[src/hw/rp_settings.svh]
// analog front end settings
// sample widths, channel counts, PDM range and the
// identification word shared by the whole front end

`ifndef RP_SETTINGS_SVH
`define RP_SETTINGS_SVH

// ADC and DAC channel count
`define RP_CHN      2
// raw ADC word and oscilloscope sample width
`define RP_ADC_DW   16
// generator sample and DAC code width
`define RP_DAC_DW   14
// expansion connector width, P and N rows together
`define RP_GPIO_DW  16
// PDM outputs
`define RP_PDM_CHN  4
`define RP_PDM_DW   8
`define RP_PDM_RNG  255
// identification word, read-only
`define RP_ID_VALUE 32'h5250_0a01

`endif

[src/hw/rp_sample_pkg.sv]
// sample and code types
// data words on the ADC, DAC, expansion and PDM paths

`include "rp_settings.svh"

package rp_sample_pkg;

  //////////////////////
  // analog paths
  //////////////////////

  // oscilloscope sample, two's complement
  typedef logic signed [`RP_ADC_DW-1:0] adc_smp_t;
  // raw ADC word, inverted slope
  typedef logic [`RP_ADC_DW-1:0] adc_raw_t;
  // generator sample, two's complement
  typedef logic signed [`RP_DAC_DW-1:0] gen_smp_t;
  // DAC code, inverted slope
  typedef logic [`RP_DAC_DW-1:0] dac_code_t;

  //////////////////////
  // digital paths
  //////////////////////

  // one bit per expansion pin
  typedef logic [`RP_GPIO_DW-1:0] gpio_vec_t;
  // PDM level, counts of ones per range period
  typedef logic [`RP_PDM_DW-1:0] pdm_lvl_t;

endpackage : rp_sample_pkg

[src/hw/rp_mgmt_pkg.sv]
// management register map
// register addresses and the bus data word
// of the front end register set

package rp_mgmt_pkg;

  //////////////////////
  // address map
  //////////////////////

  // address 3 is unused and reads zero
  typedef enum logic [2:0] {
    // identification, constant
    REG_ID   = 3'd0,
    // per channel DAC to ADC loopback, 2 bits
    REG_LOOP = 3'd1,
    // expansion mode per pin, 16 bits
    REG_IOM  = 3'd2,
    // PDM levels, 8 bits each
    REG_PDM0 = 3'd4,
    REG_PDM1 = 3'd5,
    REG_PDM2 = 3'd6,
    REG_PDM3 = 3'd7
  } reg_addr_e;

  //////////////////////
  // data
  //////////////////////

  // narrower registers are zero extended on read
  typedef logic [31:0] reg_data_t;

endpackage : rp_mgmt_pkg

[src/hw/osc_input_path.sv]
// oscilloscope input path, one channel
// registers the raw ADC word, converts the inverted slope
// code into two's complement and selects the generator
// loopback sample when the channel is looped

`timescale 1ns/1ps
`include "rp_settings.svh"

module osc_input_path (
  input  logic                    adc_clk,
  input  logic                    top_rst,
  // ADC pins
  input  rp_sample_pkg::adc_raw_t adc_dat_i,
  // loopback control
  input  logic                    loop_i,
  // generator stream
  input  rp_sample_pkg::gen_smp_t gen_dat_i,
  input  logic                    gen_vld_i,
  // oscilloscope stream
  output rp_sample_pkg::adc_smp_t osc_dat_o,
  output logic                    osc_vld_o
);

  import rp_sample_pkg::*;

  // input register, ideally packed into the IO block
  adc_raw_t adc_raw;
  // converted ADC sample
  adc_smp_t adc_smp;
  // generator sample scaled up to the ADC width
  adc_smp_t gen_smp;

  //////////////////////
  // ADC capture
  //////////////////////

  always_ff @(posedge adc_clk) begin
    adc_raw <= adc_dat_i;
  end

  // negative slope, keep sign and flip the rest
  assign adc_smp = {adc_raw[`RP_ADC_DW-1], ~adc_raw[`RP_ADC_DW-2:0]};

  // 14 bit generator into 16 bit scope, shift by two
  assign gen_smp = {gen_dat_i, {(`RP_ADC_DW-`RP_DAC_DW){1'b0}}};

  //////////////////////
  // loopback mux
  //////////////////////

  // valid follows the selected source
  always_ff @(posedge adc_clk or posedge top_rst) begin
    if (top_rst) begin
      osc_vld_o <= 1'b0;
    end else begin
      osc_vld_o <= loop_i ? gen_vld_i : 1'b1;
    end
  end

  // sample register
  always_ff @(posedge adc_clk) begin
    osc_dat_o <= loop_i ? gen_smp : adc_smp;
  end

endmodule : osc_input_path

[src/hw/dac_output_path.sv]
// DAC output path, one channel
// converts signed generator samples into inverted slope
// DAC codes, starts at midscale and holds while looped

`timescale 1ns/1ps
`include "rp_settings.svh"

module dac_output_path (
  input  logic                     adc_clk,
  input  logic                     top_rst,
  // loopback control
  input  logic                     loop_i,
  // generator stream
  input  rp_sample_pkg::gen_smp_t  gen_dat_i,
  input  logic                     gen_vld_i,
  // DAC pins
  output rp_sample_pkg::dac_code_t dac_dat_o
);

  import rp_sample_pkg::*;

  // midscale code, matches a zero sample
  localparam dac_code_t DAC_MID = dac_code_t'((1 << (`RP_DAC_DW-1)) - 1);

  // converted generator sample
  dac_code_t dac_code;
  // load enable
  logic      dac_load;

  //////////////////////
  // conversion
  //////////////////////

  // signed to negative slope unsigned
  assign dac_code = {gen_dat_i[`RP_DAC_DW-1], ~gen_dat_i[`RP_DAC_DW-2:0]};

  // looped samples go to the scope instead
  assign dac_load = gen_vld_i & ~loop_i;

  //////////////////////
  // output register
  //////////////////////

  // stands in for the DDR output register
  always_ff @(posedge adc_clk or posedge top_rst) begin
    if (top_rst) begin
      dac_dat_o <= DAC_MID;
    end else if (dac_load) begin
      dac_dat_o <= dac_code;
    end
  end

endmodule : dac_output_path

[src/hw/mgmt_regs.sv]
// management register set
// identification, loopback, expansion mode and PDM levels
// written with a one cycle strobe, read back one cycle
// after the read strobe with a single cycle ack

`timescale 1ns/1ps
`include "rp_settings.svh"

module mgmt_regs (
  input  logic                                      adc_clk,
  input  logic                                      top_rst,
  // register bus
  input  logic                                      bus_wr_i,
  input  logic                                      bus_rd_i,
  input  rp_mgmt_pkg::reg_addr_e                    bus_addr_i,
  input  rp_mgmt_pkg::reg_data_t                    bus_wdata_i,
  output rp_mgmt_pkg::reg_data_t                    bus_rdata_o,
  output logic                                      bus_ack_o,
  // configuration outputs
  output logic [`RP_CHN-1:0]                        loop_sel_o,
  output rp_sample_pkg::gpio_vec_t                  exp_iom_o,
  output rp_sample_pkg::pdm_lvl_t [`RP_PDM_CHN-1:0] pdm_lvl_o
);

  import rp_mgmt_pkg::*;

  // PDM registers sit on consecutive addresses
  localparam int unsigned PDM_AW = $clog2(`RP_PDM_CHN);

  // read data before the output register
  reg_data_t rd_mux;

  //////////////////////
  // write decode
  //////////////////////

  always_ff @(posedge adc_clk or posedge top_rst) begin
    if (top_rst) begin
      loop_sel_o <= '0;
      exp_iom_o  <= '0;
      pdm_lvl_o  <= '0;
    end else if (bus_wr_i) begin
      case (bus_addr_i)
        REG_LOOP: loop_sel_o <= bus_wdata_i[`RP_CHN-1:0];
        REG_IOM:  exp_iom_o  <= bus_wdata_i[`RP_GPIO_DW-1:0];
        REG_PDM0, REG_PDM1, REG_PDM2, REG_PDM3: begin
          pdm_lvl_o[bus_addr_i[PDM_AW-1:0]] <= bus_wdata_i[`RP_PDM_DW-1:0];
        end
        // identification is read only, hole ignored
        default: ;
      endcase
    end
  end

  //////////////////////
  // read back
  //////////////////////

  // zero extend narrow registers
  always_comb begin
    case (bus_addr_i)
      REG_ID:   rd_mux = `RP_ID_VALUE;
      REG_LOOP: rd_mux = reg_data_t'(loop_sel_o);
      REG_IOM:  rd_mux = reg_data_t'(exp_iom_o);
      REG_PDM0, REG_PDM1, REG_PDM2, REG_PDM3: begin
        rd_mux = reg_data_t'(pdm_lvl_o[bus_addr_i[PDM_AW-1:0]]);
      end
      default:  rd_mux = '0;
    endcase
  end

  // ack one cycle after the strobe, data held until the next read
  always_ff @(posedge adc_clk or posedge top_rst) begin
    if (top_rst) begin
      bus_ack_o   <= 1'b0;
      bus_rdata_o <= '0;
    end else begin
      bus_ack_o <= bus_rd_i;
      if (bus_rd_i) begin
        bus_rdata_o <= rd_mux;
      end
    end
  end

endmodule : mgmt_regs

[src/hw/exp_gpio_mux.sv]
// expansion connector mux
// per pin choice between processor GPIO and the logic
// generator, registered output and tristate, two stage
// input register back towards the processor

`timescale 1ns/1ps
`include "rp_settings.svh"

module exp_gpio_mux (
  input  logic                     adc_clk,
  input  logic                     top_rst,
  // mode per pin, 0 processor, 1 logic generator
  input  rp_sample_pkg::gpio_vec_t iom_i,
  // processor GPIO, t high means tristate
  input  rp_sample_pkg::gpio_vec_t gpio_o_i,
  input  rp_sample_pkg::gpio_vec_t gpio_t_i,
  // logic generator, e high means drive
  input  rp_sample_pkg::gpio_vec_t lg_o_i,
  input  rp_sample_pkg::gpio_vec_t lg_e_i,
  // connector pins
  input  rp_sample_pkg::gpio_vec_t exp_i_i,
  output rp_sample_pkg::gpio_vec_t exp_o_o,
  output rp_sample_pkg::gpio_vec_t exp_t_o,
  // back to processor
  output rp_sample_pkg::gpio_vec_t gpio_i_o
);

  import rp_sample_pkg::*;

  // first input stage
  gpio_vec_t exp_i_q;

  //////////////////////
  // output and tristate
  //////////////////////

  // pins float after reset
  always_ff @(posedge adc_clk or posedge top_rst) begin
    if (top_rst) begin
      exp_o_o <= '0;
      exp_t_o <= '1;
    end else begin
      exp_o_o <= (~iom_i & gpio_o_i) | (iom_i & lg_o_i);
      // enable from the generator turns into a tristate bit
      exp_t_o <= (~iom_i & gpio_t_i) | (iom_i & ~lg_e_i);
    end
  end

  //////////////////////
  // input stages
  //////////////////////

  always_ff @(posedge adc_clk) begin
    exp_i_q  <= exp_i_i;
    gpio_i_o <= exp_i_q;
  end

endmodule : exp_gpio_mux

[src/hw/pdm_dac.sv]
// pulse density modulated DACs
// first order modulator per channel, the number of ones
// over one range period equals the programmed level

`timescale 1ns/1ps
`include "rp_settings.svh"

module pdm_dac (
  input  logic                                      adc_clk,
  input  logic                                      top_rst,
  // levels from the register set
  input  rp_sample_pkg::pdm_lvl_t [`RP_PDM_CHN-1:0] lvl_i,
  // modulator outputs
  output logic [`RP_PDM_CHN-1:0]                    pdm_o
);

  import rp_sample_pkg::*;

  // sum needs one carry bit above the level
  localparam int unsigned SUM_W = `RP_PDM_DW + 1;
  localparam logic [SUM_W-1:0] PDM_RNG = SUM_W'(`RP_PDM_RNG);

  // accumulators, always below the range
  pdm_lvl_t [`RP_PDM_CHN-1:0] acc;
  // accumulator plus level
  logic [`RP_PDM_CHN-1:0][SUM_W-1:0] sum;

  //////////////////////
  // adders
  //////////////////////

  always_comb begin
    for (int i = 0; i < `RP_PDM_CHN; i++) begin
      sum[i] = SUM_W'(acc[i]) + SUM_W'(lvl_i[i]);
    end
  end

  //////////////////////
  // modulators
  //////////////////////

  // free running, a new level counts from the next edge
  always_ff @(posedge adc_clk or posedge top_rst) begin
    if (top_rst) begin
      acc   <= '0;
      pdm_o <= '0;
    end else begin
      for (int i = 0; i < `RP_PDM_CHN; i++) begin
        if (sum[i] >= PDM_RNG) begin
          // overflow, emit a one and wrap
          acc[i]   <= pdm_lvl_t'(sum[i] - PDM_RNG);
          pdm_o[i] <= 1'b1;
        end else begin
          acc[i]   <= pdm_lvl_t'(sum[i]);
          pdm_o[i] <= 1'b0;
        end
      end
    end
  end

endmodule : pdm_dac

[src/hw/rp_analog_top.sv]
// analog and mixed signal front end
// ADC and DAC paths with loopback, expansion GPIO mux,
// PDM DACs and the management register set behind a
// plain strobe bus, all on the ADC clock

`timescale 1ns/1ps
`include "rp_settings.svh"

module rp_analog_top (
  input  logic                                      adc_clk,
  input  logic                                      top_rst,
  // register bus
  input  logic                                      bus_wr_i,
  input  logic                                      bus_rd_i,
  input  rp_mgmt_pkg::reg_addr_e                    bus_addr_i,
  input  rp_mgmt_pkg::reg_data_t                    bus_wdata_i,
  output rp_mgmt_pkg::reg_data_t                    bus_rdata_o,
  output logic                                      bus_ack_o,
  // ADC pins
  input  rp_sample_pkg::adc_raw_t  [`RP_CHN-1:0]    adc_dat_i,
  // generator streams
  input  rp_sample_pkg::gen_smp_t  [`RP_CHN-1:0]    gen_dat_i,
  input  logic                     [`RP_CHN-1:0]    gen_vld_i,
  // oscilloscope streams
  output rp_sample_pkg::adc_smp_t  [`RP_CHN-1:0]    osc_dat_o,
  output logic                     [`RP_CHN-1:0]    osc_vld_o,
  // DAC codes, one word per channel
  output rp_sample_pkg::dac_code_t [`RP_CHN-1:0]    dac_dat_o,
  // processor GPIO and logic generator
  input  rp_sample_pkg::gpio_vec_t                  gpio_o_i,
  input  rp_sample_pkg::gpio_vec_t                  gpio_t_i,
  input  rp_sample_pkg::gpio_vec_t                  lg_o_i,
  input  rp_sample_pkg::gpio_vec_t                  lg_e_i,
  // expansion connector
  input  rp_sample_pkg::gpio_vec_t                  exp_i_i,
  output rp_sample_pkg::gpio_vec_t                  exp_o_o,
  output rp_sample_pkg::gpio_vec_t                  exp_t_o,
  output rp_sample_pkg::gpio_vec_t                  gpio_i_o,
  // PDM outputs
  output logic [`RP_PDM_CHN-1:0]                    pdm_o
);

  import rp_sample_pkg::*;

  // configuration from the register set
  logic [`RP_CHN-1:0]         loop_sel;
  gpio_vec_t                  exp_iom;
  pdm_lvl_t [`RP_PDM_CHN-1:0] pdm_lvl;

  ////////////////////
  // management
  ////////////////////

  mgmt_regs mgmt_regs_inst (
    .adc_clk     (adc_clk),
    .top_rst     (top_rst),
    .bus_wr_i    (bus_wr_i),
    .bus_rd_i    (bus_rd_i),
    .bus_addr_i  (bus_addr_i),
    .bus_wdata_i (bus_wdata_i),
    .bus_rdata_o (bus_rdata_o),
    .bus_ack_o   (bus_ack_o),
    .loop_sel_o  (loop_sel),
    .exp_iom_o   (exp_iom),
    .pdm_lvl_o   (pdm_lvl)
  );

  ////////////////////
  // ADC and DAC
  ////////////////////

  // loop bit i routes generator i into scope i
  for (genvar i = 0; i < `RP_CHN; i++) begin : gen_chn
    osc_input_path osc_input_path_inst (
      .adc_clk   (adc_clk),
      .top_rst   (top_rst),
      .adc_dat_i (adc_dat_i[i]),
      .loop_i    (loop_sel[i]),
      .gen_dat_i (gen_dat_i[i]),
      .gen_vld_i (gen_vld_i[i]),
      .osc_dat_o (osc_dat_o[i]),
      .osc_vld_o (osc_vld_o[i])
    );

    dac_output_path dac_output_path_inst (
      .adc_clk   (adc_clk),
      .top_rst   (top_rst),
      .loop_i    (loop_sel[i]),
      .gen_dat_i (gen_dat_i[i]),
      .gen_vld_i (gen_vld_i[i]),
      .dac_dat_o (dac_dat_o[i])
    );
  end : gen_chn

  ////////////////////
  // expansion GPIO
  ////////////////////

  exp_gpio_mux exp_gpio_mux_inst (
    .adc_clk  (adc_clk),
    .top_rst  (top_rst),
    .iom_i    (exp_iom),
    .gpio_o_i (gpio_o_i),
    .gpio_t_i (gpio_t_i),
    .lg_o_i   (lg_o_i),
    .lg_e_i   (lg_e_i),
    .exp_i_i  (exp_i_i),
    .exp_o_o  (exp_o_o),
    .exp_t_o  (exp_t_o),
    .gpio_i_o (gpio_i_o)
  );

  ////////////////////
  // PDM
  ////////////////////

  pdm_dac pdm_dac_inst (
    .adc_clk (adc_clk),
    .top_rst (top_rst),
    .lvl_i   (pdm_lvl),
    .pdm_o   (pdm_o)
  );

endmodule : rp_analog_top

[config.mk]
export PLATFORM = sky130hd
export DESIGN_NAME = rp_analog_top
export DESIGN_NICKNAME = d
export VERILOG_FILES = /design/src/hw/rp_sample_pkg.sv /design/src/hw/rp_mgmt_pkg.sv /design/src/hw/osc_input_path.sv /design/src/hw/dac_output_path.sv /design/src/hw/mgmt_regs.sv /design/src/hw/exp_gpio_mux.sv /design/src/hw/pdm_dac.sv /design/src/hw/rp_analog_top.sv
export VERILOG_INCLUDE_DIRS = /design/src /design/src/hw
export SDC_FILE = /design/constraint.sdc
export NUM_CORES = 1
export LEC_CHECK = 0
export ABC_AREA = 1
export BUFFER_PORTS_ARGS = -buffer_cell sky130_fd_sc_hd__buf_4
export CAP_MARGIN = 0
export CORE_UTILIZATION = 35
export CTS_CLUSTER_DIAMETER = 30
export CTS_CLUSTER_SIZE = 16
export DETAILED_ROUTE_END_ITERATION = 10
export GPL_TIMING_DRIVEN = 1
export PLACE_DENSITY_LB_ADDON = 0.12
export SYNTH_ARGS = -nofsm -noshare
export SYNTH_HDL_FRONTEND = slang
export SYNTH_HIERARCHICAL = 1
export SYNTH_SLANG_ARGS = --single-unit
[constraint.sdc]
create_clock -name adc_clk -period 2.2 [get_ports adc_clk]
set_input_delay 0.33 -clock adc_clk [delete_from_list [all_inputs] [get_ports adc_clk]]
set_output_delay 0.33 -clock adc_clk [all_outputs]
set_load 0.02 [all_outputs]
# Word-level counts from Yosys, hierarchy flattened
# Cells that the tools add are included.
op_classes:
  n_lt_le_gt_ge: 6
  eq_ne: 6
  bitwise_logic: 16
  add_sub_neg: 8
  mux: 18
  reduce_logical: 6
op_table:
  columns: ["operator", "n"]
  rows:
  - ["31-bit case mux with 4 select lines", 1]
  - ["16-bit AND", 4]
  - ["8-bit two-way mux", 6]
  - ["8-bit by 8-bit adder with 9-bit output", 4]
  - ["9-bit by 8-bit >= comparator with 1-bit output, second input constant", 4]
  - ["32-bit bitwise mux", 1]
  - ["16-bit two-way mux", 2]
  - ["16-bit inverter", 2]
  - ["16-bit OR", 2]
  - ["8-bit subtractor, second input constant", 4]
  - ["15-bit inverter", 2]
  - ["13-bit inverter", 2]
  - ["8-bit binary-select mux with 2-bit select", 1]
  - ["8-bit demux with 2-bit select", 1]
  - ["3-bit equality test, second input constant", 4]
  - ["1-bit two-way mux", 6]
  - ["2-bit AND reduction", 3]
  - ["4-bit OR reduction", 1]
  - ["3-bit by 1-bit equality test with 1-bit output, second input constant", 1]
  - ["3-bit by 2-bit equality test with 1-bit output, second input constant", 1]
  - ["3-bit logical NOT", 1]
  - ["2-bit by 3-bit < comparator with 1-bit output, second input constant", 1]
  - ["1-bit AND", 2]
  - ["2-bit by 1-bit >= comparator with 1-bit output, second input constant", 1]
  - ["other kinds (2)", 3]
totals:
  output_inout_bits: 147
  word_cells: 87
  regBits: 277
  in_bits: 181

# Logic depth before layout (Yosys ltp)
# Gate-level depths: netlist of run 1.
depth:
  word_depth: 5
  ltp_mapped: 14
  depth_no_buf: 14

# Cells and area by module
# The synthesis of run 1 kept the hierarchy.
by_module_without_submodules:
  columns: ["module", "seq_area_each_um2", "n_inst", "cells_per_inst", "area_per_inst_um2"]
  rows:
  - ["pdm_dac", 900.9, 1, 509, 3622.2]
  - ["mgmt_regs", 1701.6, 1, 391, 3129.3]
  - ["exp_gpio_mux", 1461.4, 1, 193, 1945.6]
  - ["osc_input_path", 665.6, 2, 71, 895.9]
  - ["dac_output_path", 366.6, 2, 75, 628.1]

# Worst setup path after synthesis of run 1
# No wires, ideal clock.
synth_timing:
  path_kind: "register to register"
  from: "reg mgmt_regs_inst/pdm_lvl_o[0] (netlist name)"
  to: "reg pdm_dac_inst/acc[0] (netlist name)"
  setup_ns: 0.066
  path_buffers: 0
  stages_incl_launch_ff: 12
  t_required_ns: 2.134
  period_less_slack_ns: 2.127
  slack_ns: 0.073
  arrival_ns: 2.061
  cell_sequence: "dfrtp_1 > ha_1 > fa_1 > ha_1 > inv_1 > nor2_1 > nand3_1 > nor2_2 > nand3_2 > nand3_2 > nand2_1 > nand2_1"
synth_via:
  elab_chain_len: 3
  elab_cells_between_ends: 4
  classes_between: "2 x add/sub; 1 x order compare; 1 x mux"
synth_lines:
  columns: ["element", "line", "text"]
  rows:
  - ["start, declared", "mgmt_regs.sv:22", "output rp_sample_pkg::pdm_lvl_t [`RP_PDM_CHN-1:0] pdm_lvl_o"]
  - ["start signal, assigned by index", "mgmt_regs.sv:47", "pdm_lvl_o[bus_addr_i[PDM_AW-1:0]] <= bus_wdata_i[`RP_PDM_DW-1:0];"]
  - ["8-bit by 8-bit adder with 9-bit output (*)", "pdm_dac.sv:34", "sum[i] = SUM_W'(acc[i]) + SUM_W'(lvl_i[i]);"]
  - ["8-bit subtractor or 9-bit by 8-bit >= comparator with 1-bit output (tied branches)", "pdm_dac.sv:51, pdm_dac.sv:49", null]
  - ["8-bit two-way mux (*)", "pdm_dac.sv:49", "if (sum[i] >= PDM_RNG) begin"]
  - ["end signal, assigned by index", "pdm_dac.sv:51", "acc[i] <= pdm_lvl_t'(sum[i] - PDM_RNG);"]
  - ["end signal, assigned by index", "pdm_dac.sv:54", "acc[i] <= pdm_lvl_t'(sum[i]);"]
  - ["end, declared", "pdm_dac.sv:24", "pdm_lvl_t [`RP_PDM_CHN-1:0] acc;"]
# Mark *: on every way between the ends. The rest lies on a longest branch, timed or not.
# A chain may end at the register's enable or synchronous reset.

# Worst setup path in the final report of run 1
layout_timing:
  from: "reg mgmt_regs_inst/pdm_lvl_o[24] (netlist name)"
  to: "reg pdm_dac_inst/acc[30] (netlist name)"
# The elaborated chain is that of the path after synthesis.

==> results of run 1 <==
per-layer routing:
metal | GRT usage [%] | up-vias
met2 | 35.9 | 294
li1 | - | 5421
met4 | 8.50 | 0
met3 | 4.80 | 51
met1 | 23.4 | 5014
met5 | 0 | -
final cells by class:
cell class,count,area [um^2]
sequential,262,6130
tap,442,553
inverter,154,592
timing repair buffer,500,4140
multi-input combinational,936,5080
fill,2902,14000
clock inverter,29,403
clock buffer,93,1940
stage by stage:
stage / setup slack (ns) / hold slack [ns]
6_report: 0.0664 / 0.0302
2_1_floorplan: 0.0730 / 0.0587
5_1_grt: -0.0734 / 0.00647
3_3_place_gp: -0.0530 / 0.247
4_1_cts: -0.00637 / 0.00185
3_5_place_dp: -0.0939 / 0.246
registers in the layout (all words and copies together) (netlist names):
signal                                  count
gen_chn.osc_input_path_inst/osc_vld_o       2
mgmt_regs_inst/loop_sel_o                   2
exp_gpio_mux_inst/gpio_i_o                 16
exp_gpio_mux_inst/exp_o_o                  16
mgmt_regs_inst/pdm_lvl_o                   32
gen_chn.dac_output_path_inst/dac_dat_o     28
exp_gpio_mux_inst/exp_i_q                  16
mgmt_regs_inst/bus_rdata_o                 17
gen_chn.osc_input_path_inst/osc_dat_o      32
exp_gpio_mux_inst/exp_t_o                  16
mgmt_regs_inst/bus_ack_o                    1
mgmt_regs_inst/exp_iom_o                   16
gen_chn.osc_input_path_inst/adc_raw        32
pdm_dac_inst/pdm_o                          4
pdm_dac_inst/acc                           32
power groups by stage:
stage	clock network [uW]	logic, uW	registers [uW]
3_3_place_gp	0	8220	6490
3_5_place_dp	0	8310	6500
5_1_grt	10500	10900	6540
2_1_floorplan	0	5470	6830
6_report	9960	9750	6440
4_1_cts	10200	9000	6440
worst min path at each step:
| stage | endpoint |
|---|---|
| floorplan | gen_chn[0].osc_input_path_inst/osc_vld_o$_DFF_PP0_ |
| finish | exp_gpio_mux_inst/exp_t_o[0]$_DFF_PP1_ |
| global route | mgmt_regs_inst/bus_ack_o$_DFF_PP0_ |
| CTS | exp_gpio_mux_inst/exp_t_o[0]$_DFF_PP1_ |
| global placement | gen_chn[0].osc_input_path_inst/osc_vld_o$_DFF_PP0_ |
| detailed placement | gen_chn[1].osc_input_path_inst/osc_vld_o$_DFF_PP0_ |
layout by cell type, fill, tap and decap left out, types with 9 or more instances in the layout:
master         instances
inv_1                137
nand3_2               18
clkbuf_1              13
conb_1                11
nor2_1                33
clkbuf_8              10
a21oi_1               21
dfstp_2               42
o21ai_2               27
dfxtp_1               96
clkbuf_16             70
dlygate4sd3_1        146
o21ai_0               45
nor2_4                11
buf_4                351
nand2_1              525
nand4_1               12
dfrtp_1              124
inv_2                 15
xor2_1                12
clkinv_2               9
ha_1                  26
nand3_1               85
nand2_2               37
timing repair:
action | in CTS | in global routing
cloned | 2 | 1
hold buffers | 146 | 0
resized for setup | 27 | 59
pin swaps | 22 | 34
hold endpoints to repair | 245 | 0
endpoints found under the setup margin | 29 | 32
setup buffers | 3 | 8
logic make-up (layout without fill, tap and decap cells):
| logic type | Yosys count | after routing |
|---|---|---|
| AO/OA/AOI/OAI | 109 | 109 |
| XOR/XNOR | 24 | 24 |
| adder cells (fa/ha/maj) | 40 | 40 |
| buffers and inverters | 200 | 776 |
| flip-flops | 262 | 262 |
| other | 1 | 11 |
| AND/OR/NAND/NOR | 749 | 752 |
worst max-delay path: cells and delay by family, from the launching register on:
kind / cells / cell delay [ns]
flops: 1 / 0.42
simple gates: 6 / 0.48
fa+ha+maj: 3 / 0.92
buf+inv: 2 / 0.21
==> run_results.csv, run 1 <==
group,metric,value,unit
placed_design,place_inst,2134,
critical_path,crit_top_cell,"nand3_2",
floorplan,die-area,34300,um^2
sta,grt_setup_unrepaired,"yes",
synth,synth-compound-area-share,5.84,%
cts,clock_sinks,262,
sta,final-hold-violation-count,0,
job,maxCapViolations,0,
route,wl_per_cell,14.6,um
synth,syn_avg_cell_area,8.48,um^2
synth,synth_xor_area_share,1.95,%
power_and_ir_drop,clkPwrFrac,38.1,%
hold_path,hp-class,"input pin to flop",
grt,grt_pass1_wl,53.9,mm
route,routedLengthMet1,14.6,mm
synth,yosys.area.top_type,"dfrtp_1",
synth,synth_top_family_by_area,"simple AND/OR/NAND/NOR gates",
critical_path,critPathMaxStageDelay,0.56,ns
sta,fmax,469,MHz
sta,period_share,97.0,%
route,drc_errors,0,
cells_and_area,diodes,0,
synth,async_flop_share,63.4,%
power_and_ir_drop,p_leak,0.00967,uW
sta,tightest_slew,0.585,ns
grt,antenna_found_initial,0,
critical_path,cp.arrival,2.56,ns
floorplan,pin_count,328,
cells_and_area,postLayoutCellArea,18800,um^2
route,initialDrtViolationCount,502,
synth,synthTopCellsByCount,"nand2_1 (541), inv_1 (143), dfrtp_1 (124)",
hold_path,min-delay-start,"lg_e_i[0]",
placed_design,place_area,14600,um^2
critical_path,cp_slowest_cell,"fa_2",
route,viasPerCell,4.46,
sta,finalSetupViolations,0,
synth,ys.flop_type,"dfrtp_1",
outcome,outcome,"finished, final reports clean",
critical_path,r2r-start,"mgmt_regs_inst/pdm_lvl_o[24]$_DFFE_PP0P_",
power_and_ir_drop,p_switching,9100,uW
synth,ys_ff_latch,262,
synth,synthMuxAreaShare,0,%
grt,grt_max_degree,69,
critical_path,end_kind,"flop",
synth,synth.distinct_cells,46,
cells_and_area,area_delta_synth_final,60.3,%
cts,clk_pin_slew,0.05,ns
floorplan,start_util,35.8,%
critical_path,rr_worst_depth,11,
cts,cts_buffers,67,
synth,yosys.area_share.simple,27.5,%
route,wl,35.4,mm
sta,finalSetupTns,0,ns
critical_path,critPathCapture,"pdm_dac_inst/acc[30]$_DFF_PP0_",
route,routed.top_layer,"met4",
synth,yosysWarnings,6,
grt,gr-total-overflow,0,
cts,clk_latency,0.55,ns
power_and_ir_drop,seqPwrFrac,24.6,%
synth,syn_inst,1385,
route,ant_nets,0,
power_and_ir_drop,power_density,1390,nW/um^2
cells_and_area,instances_no_fill,2416,
placed_design,hpwl,24.2,mm
critical_path,cp_cell_sequence,"ha_4 -> fa_2 -> ha_2 -> inv_2 -> nor2_4 -> nand3_2 -> nand2_2 -> nand3_4 -> buf_6 -> nand3_2 -> nand2_1",
synth,synthDominantCellAreaShare,26.4,%
synth,synth_most_common_cell,"nand2_1",
cts,clk_path_buf_depth,3,
sta,final_max_slew_viol_count,0,
route,vias,10800,
grt,grt_usage,20.3,%
floorplan,die_h,185,um
critical_path,ff2ff_setup_slack,0.07,ns
hold_path,hold_path_depth,4,
placed_design,place_congestion,0.800,
critical_path,crit_path_start_kind,"flop",
cts,cts_tree,"yes",
placed_design,place.port_buffers,300,
power_and_ir_drop,pwr-share-comb,37.3,%
floorplan,rows,66,
floorplan,core,32800,um^2
power_and_ir_drop,peakVddDrop,0.667,mV
cells_and_area,final_nets,2142,
synth,seq_area_frac_synth,52.2,%
synth,netlist_area,11700,um^2
synth,synthTopCellsByArea,"dfrtp_1 (26%), nand2_1 (17%), dfxtp_1 (16%), dfstp_2 (9.4%), inv_1 (4.6%)",
cts,cts_max_level,3,
route,first_pass_iters,5,
critical_path,startpoint,"mgmt_regs_inst/pdm_lvl_o[24]$_DFFE_PP0P_",
sta,min_period,2.13,ns
critical_path,crit_fanout,4,
critical_path,r2r_end,"pdm_dac_inst/acc[30]$_DFF_PP0_",
synth,synthAdderAreaFrac,4.52,%
floorplan,dieWidth,185,um
route,met2_length,17.8,mm
critical_path,critPathKind,"flop to flop",
power_and_ir_drop,power.total,26200,uW
cells_and_area,postLayoutCoreUtil,57.4,%
sta,slew_headroom,60.9,%
synth,synth-edff-count,0,
cells_and_area,drive_gt1_share,33.4,%
power_and_ir_drop,intPower,17100,uW
cts,root_buffer,"clkbuf_16",
grt,grt_pass1_vias,10700,
sta,clock_skew,0.0136,ns
critical_path,critPathRequiredTime,2.62,ns
route,met3WireLength,2.20,mm
power_and_ir_drop,p_sw_share,34.8,%
Power figures use the tool's default switching activity.
==> inputs of run 2 (changes only) <==
--- a/config.mk
+++ b/config.mk
@@ -6,7 +6,6 @@
 export SDC_FILE = /design/constraint.sdc
 export NUM_CORES = 1
 export LEC_CHECK = 0
-export ABC_AREA = 1
 export BUFFER_PORTS_ARGS = -buffer_cell sky130_fd_sc_hd__buf_4
 export CAP_MARGIN = 0
 export CORE_UTILIZATION = 35
==> run_results.csv, run 2 <==
group,metric,value,unit
synth,netlist_area,11000,um^2
cells_and_area,final_common_cell,"buf_4",
floorplan,dieWidth,179,um
sta,final-hold-violation-count,0,
synth,synth_most_common_cell,"dfrtp_1",
power_and_ir_drop,pwr-share-comb,42.4,%
placed_design,place_area,14500,um^2
route,viasPerCell,4.56,
critical_path,ff2ff_setup_slack,-0.38,ns
sta,worst_slack,-0.380,ns
floorplan,die_h,179,um
floorplan,core,30700,um^2
cells_and_area,fillers,2366,
cells_and_area,area_delta_synth_final,73.8,%
placed_design,place_inst,1691,
cts,cts_max_level,3,
sta,holdWs,0.0201,ns
critical_path,critPathRequiredTime,2.68,ns
synth,seq_area_frac_synth,55.9,%
cts,clk_pin_slew,0.04,ns
critical_path,end_kind,"flop",
outcome,outcome,"complete, but fails checks",
cells_and_area,instances_no_fill,1977,
sta,min_period,2.58,ns
cells_and_area,drive_gt1_share,50.5,%
hold_path,hp-class,"input pin to flop",
sta,period_share,117,%
sta,fmax,388,MHz
synth,async_flop_share,63.4,%
placed_design,hpwl,23.2,mm
critical_path,cp.arrival,3.06,ns
outcome,violations,"negative setup slack",
critical_path,cp_cell_sequence,"ha_2 -> fa_2 -> a21o_1 -> a221oi_2 -> xnor2_1 -> nand2_1 -> buf_6 -> o31a_1 -> buf_4 -> nor2_4 -> xor2_1",
synth,ys.flop_type,"dfrtp_1",
power_and_ir_drop,p_leak,0.00901,uW
cells_and_area,most-common-layout-cells,"buf_4 (427), dlygate4sd3_1 (132), dfrtp_1 (123)",
grt,gr-total-overflow,0,
cts,cts_tree,"yes",
synth,syn_avg_cell_area,12.2,um^2
synth,syn_inst,902,
sta,final_max_slew_viol_count,0,
grt,grt_pass1_vias,9295,
cts,clk_latency,0.55,ns
power_and_ir_drop,seqPwrFrac,21.9,%
placed_design,place_congestion,0.828,
sta,slew_headroom,59.4,%
grt,grt_usage,20.6,%
power_and_ir_drop,clkPwrFrac,35.6,%
sta,tightest_slew,0.608,ns
route,wl_per_cell,17.1,um
cts,cts_buffers,68,
synth,yosys.area.top_type,"dfrtp_1",
power_and_ir_drop,power_density,1580,nW/um^2
route,vias,9013,
sta,finalSetupViolations,36,
grt,grt_pass1_wl,50.4,mm
power_and_ir_drop,p_sw_share,32.9,%
grt,antenna_found_initial,2,
synth,yosysWarnings,6,
critical_path,crit_fanout,5,
cells_and_area,postLayoutCoreUtil,62.1,%
synth,synthTopCellsByArea,"dfrtp_1 (28%), dfxtp_1 (18%), dfstp_2 (10%), mux2_2 (4.4%), ha_1 (4.1%)",
cts,root_buffer,"clkbuf_16",
sta,finalSetupTns,-6.93,ns
synth,ys_ff_latch,262,
cts,clk_path_buf_depth,3,
cells_and_area,diodes,0,
floorplan,die-area,32000,um^2
cts,clock_sinks,262,
power_and_ir_drop,intPower,20200,uW
route,drc_errors,0,
route,ant_nets,0,
cells_and_area,final_nets,1747,
critical_path,cp_slowest_cell,"dfrtp_1",
sta,clock_skew,0.0298,ns
power_and_ir_drop,p_switching,9910,uW
floorplan,rows,64,
route,first_pass_iters,6,
grt,grt_max_degree,69,
sta,grt_setup_unrepaired,"yes",
route,initialDrtViolationCount,258,
critical_path,critPathKind,"flop to flop",
placed_design,place.port_buffers,300,
route,wl,33.8,mm
synth,synthTopCellsByCount,"dfrtp_1 (124), dfxtp_1 (96), inv_1 (72)",
synth,synthDominantCellAreaShare,28.3,%
job,maxCapViolations,0,
floorplan,start_util,35.7,%
synth,synth.distinct_cells,77,
floorplan,pin_count,328,
critical_path,crit_path_start_kind,"flop",
power_and_ir_drop,peakVddDrop,1.23,mV
synth,synth-edff-count,0,
critical_path,critPathMaxStageDelay,0.37,ns
cells_and_area,postLayoutCellArea,19100,um^2
-- run 2: changes by cell type in the layout (fill, tap and decap cells not counted), moves of 14 or more --
cell           before  now
nand2_1           525   65
nand3_1            85    8
buf_4             351  427
inv_1             137   70
mux2i_1             0   44
mux2_2              0   41
nand2_2            37    5
mux2_4              0   31
o21ai_2            27    6
buf_6               2   21
dlygate4sd3_1     146  132
-- run 2: worst max-delay path, delay by kind of cell (launching register included) --
kind / cells / cell delay, ns
xor gates and xnor gates: 2 / 0.31
adders and majority gates: 2 / 0.52
and+or+nand+nor: 2 / 0.22
buffers and inverters: 2 / 0.30
DFF: 1 / 0.37
AOI/OAI and AO/OA: 3 / 0.77
-- run 2: cells by family (layout without fill, tap and decap cells) --
kind of cell | count (synthesis) | in the layout | synth area share [%]
compound gates | 155 | 155 | 9.01
other cells | 1 | 11 | 0.0342
fa+ha+maj | 40 | 40 | 4.84
buf+inv | 111 | 780 | 5.35
xor+xnor | 31 | 31 | 2.55
flops | 262 | 262 | 55.9
simple gates | 175 | 175 | 8.22
mux | 127 | 127 | 14.1
-- run 2: repair_timing --
action,in CTS,in global routing
endpoints found under the setup margin,36,36
hold endpoints to repair,231,0
buffers inserted,18,17
hold buffers,132,0
pin swaps,46,32
resized for setup,75,41
-- run 2: final timing paths --
check | from | end | depth (start not counted)
setup / recovery | mgmt_regs_inst/pdm_lvl_o[8]$_DFFE_PP0P_ | pdm_dac_inst/acc[13]$_DFF_PP0_ | 11
hold / removal | bus_wdata_i[10] | mgmt_regs_inst/exp_iom_o[10]$_DFFE_PP0P_ | 2
setup reg to reg | mgmt_regs_inst/pdm_lvl_o[8]$_DFFE_PP0P_ | pdm_dac_inst/acc[13]$_DFF_PP0_ | 11
hold reg to reg | exp_gpio_mux_inst/exp_i_q[10]$_DFF_P_ | exp_gpio_mux_inst/gpio_i_o[10]$_DFF_P_ | 0
max in group asynchronous | top_rst | exp_gpio_mux_inst/exp_t_o[12]$_DFF_PP1_ | 4
min in group asynchronous | top_rst | gen_chn[1].osc_input_path_inst/osc_vld_o$_DFF_PP0_ | 3
-- run 2: final cells by class --
| cell class | instances | area (um^2) | area share, % |
|---|---|---|---|
| flip-flops and latches | 262 | 6130 | 32.2 |
| repair buffers | 582 | 4800 | 25.2 |
| well taps | 396 | 495 | 2.60 |
| clock inverters | 43 | 673 | 3.53 |
| multi-input cells | 539 | 4810 | 25.3 |
| clock buffers | 82 | 1870 | 9.79 |
| inverters | 73 | 274 | 1.44 |
-- run 2: routing by layer --
layer,track usage [%],wire length [um],vias to the layer above
li1,-,-,4373
met2,36.9,17500,234
met4,5.61,419,4
met3,5.62,2220,38
met5,0,31,-
met1,23.8,13600,4364
-- run 2: metrics by stage --
step	power (uW)	setup slack [ns]
final	30100	-0.380
after global routing	31700	-0.527
after CTS	29300	-0.364
after detailed placement	16700	-0.365
after global placement	16600	-0.322
after floorplan	12400	-0.339
-- run 2: power by group through the flow --
| stage | combinational, uW | clock (uW) | sequential, uW |
|---|---|---|---|
| 4_1_cts | 11800 | 10900 | 6610 |
| 3_3_place_gp | 10000 | 0 | 6640 |
| 2_1_floorplan | 5390 | 0 | 7050 |
| 5_1_grt | 13900 | 11200 | 6710 |
| 6_report | 12800 | 10700 | 6600 |
| 3_5_place_dp | 10100 | 0 | 6660 |
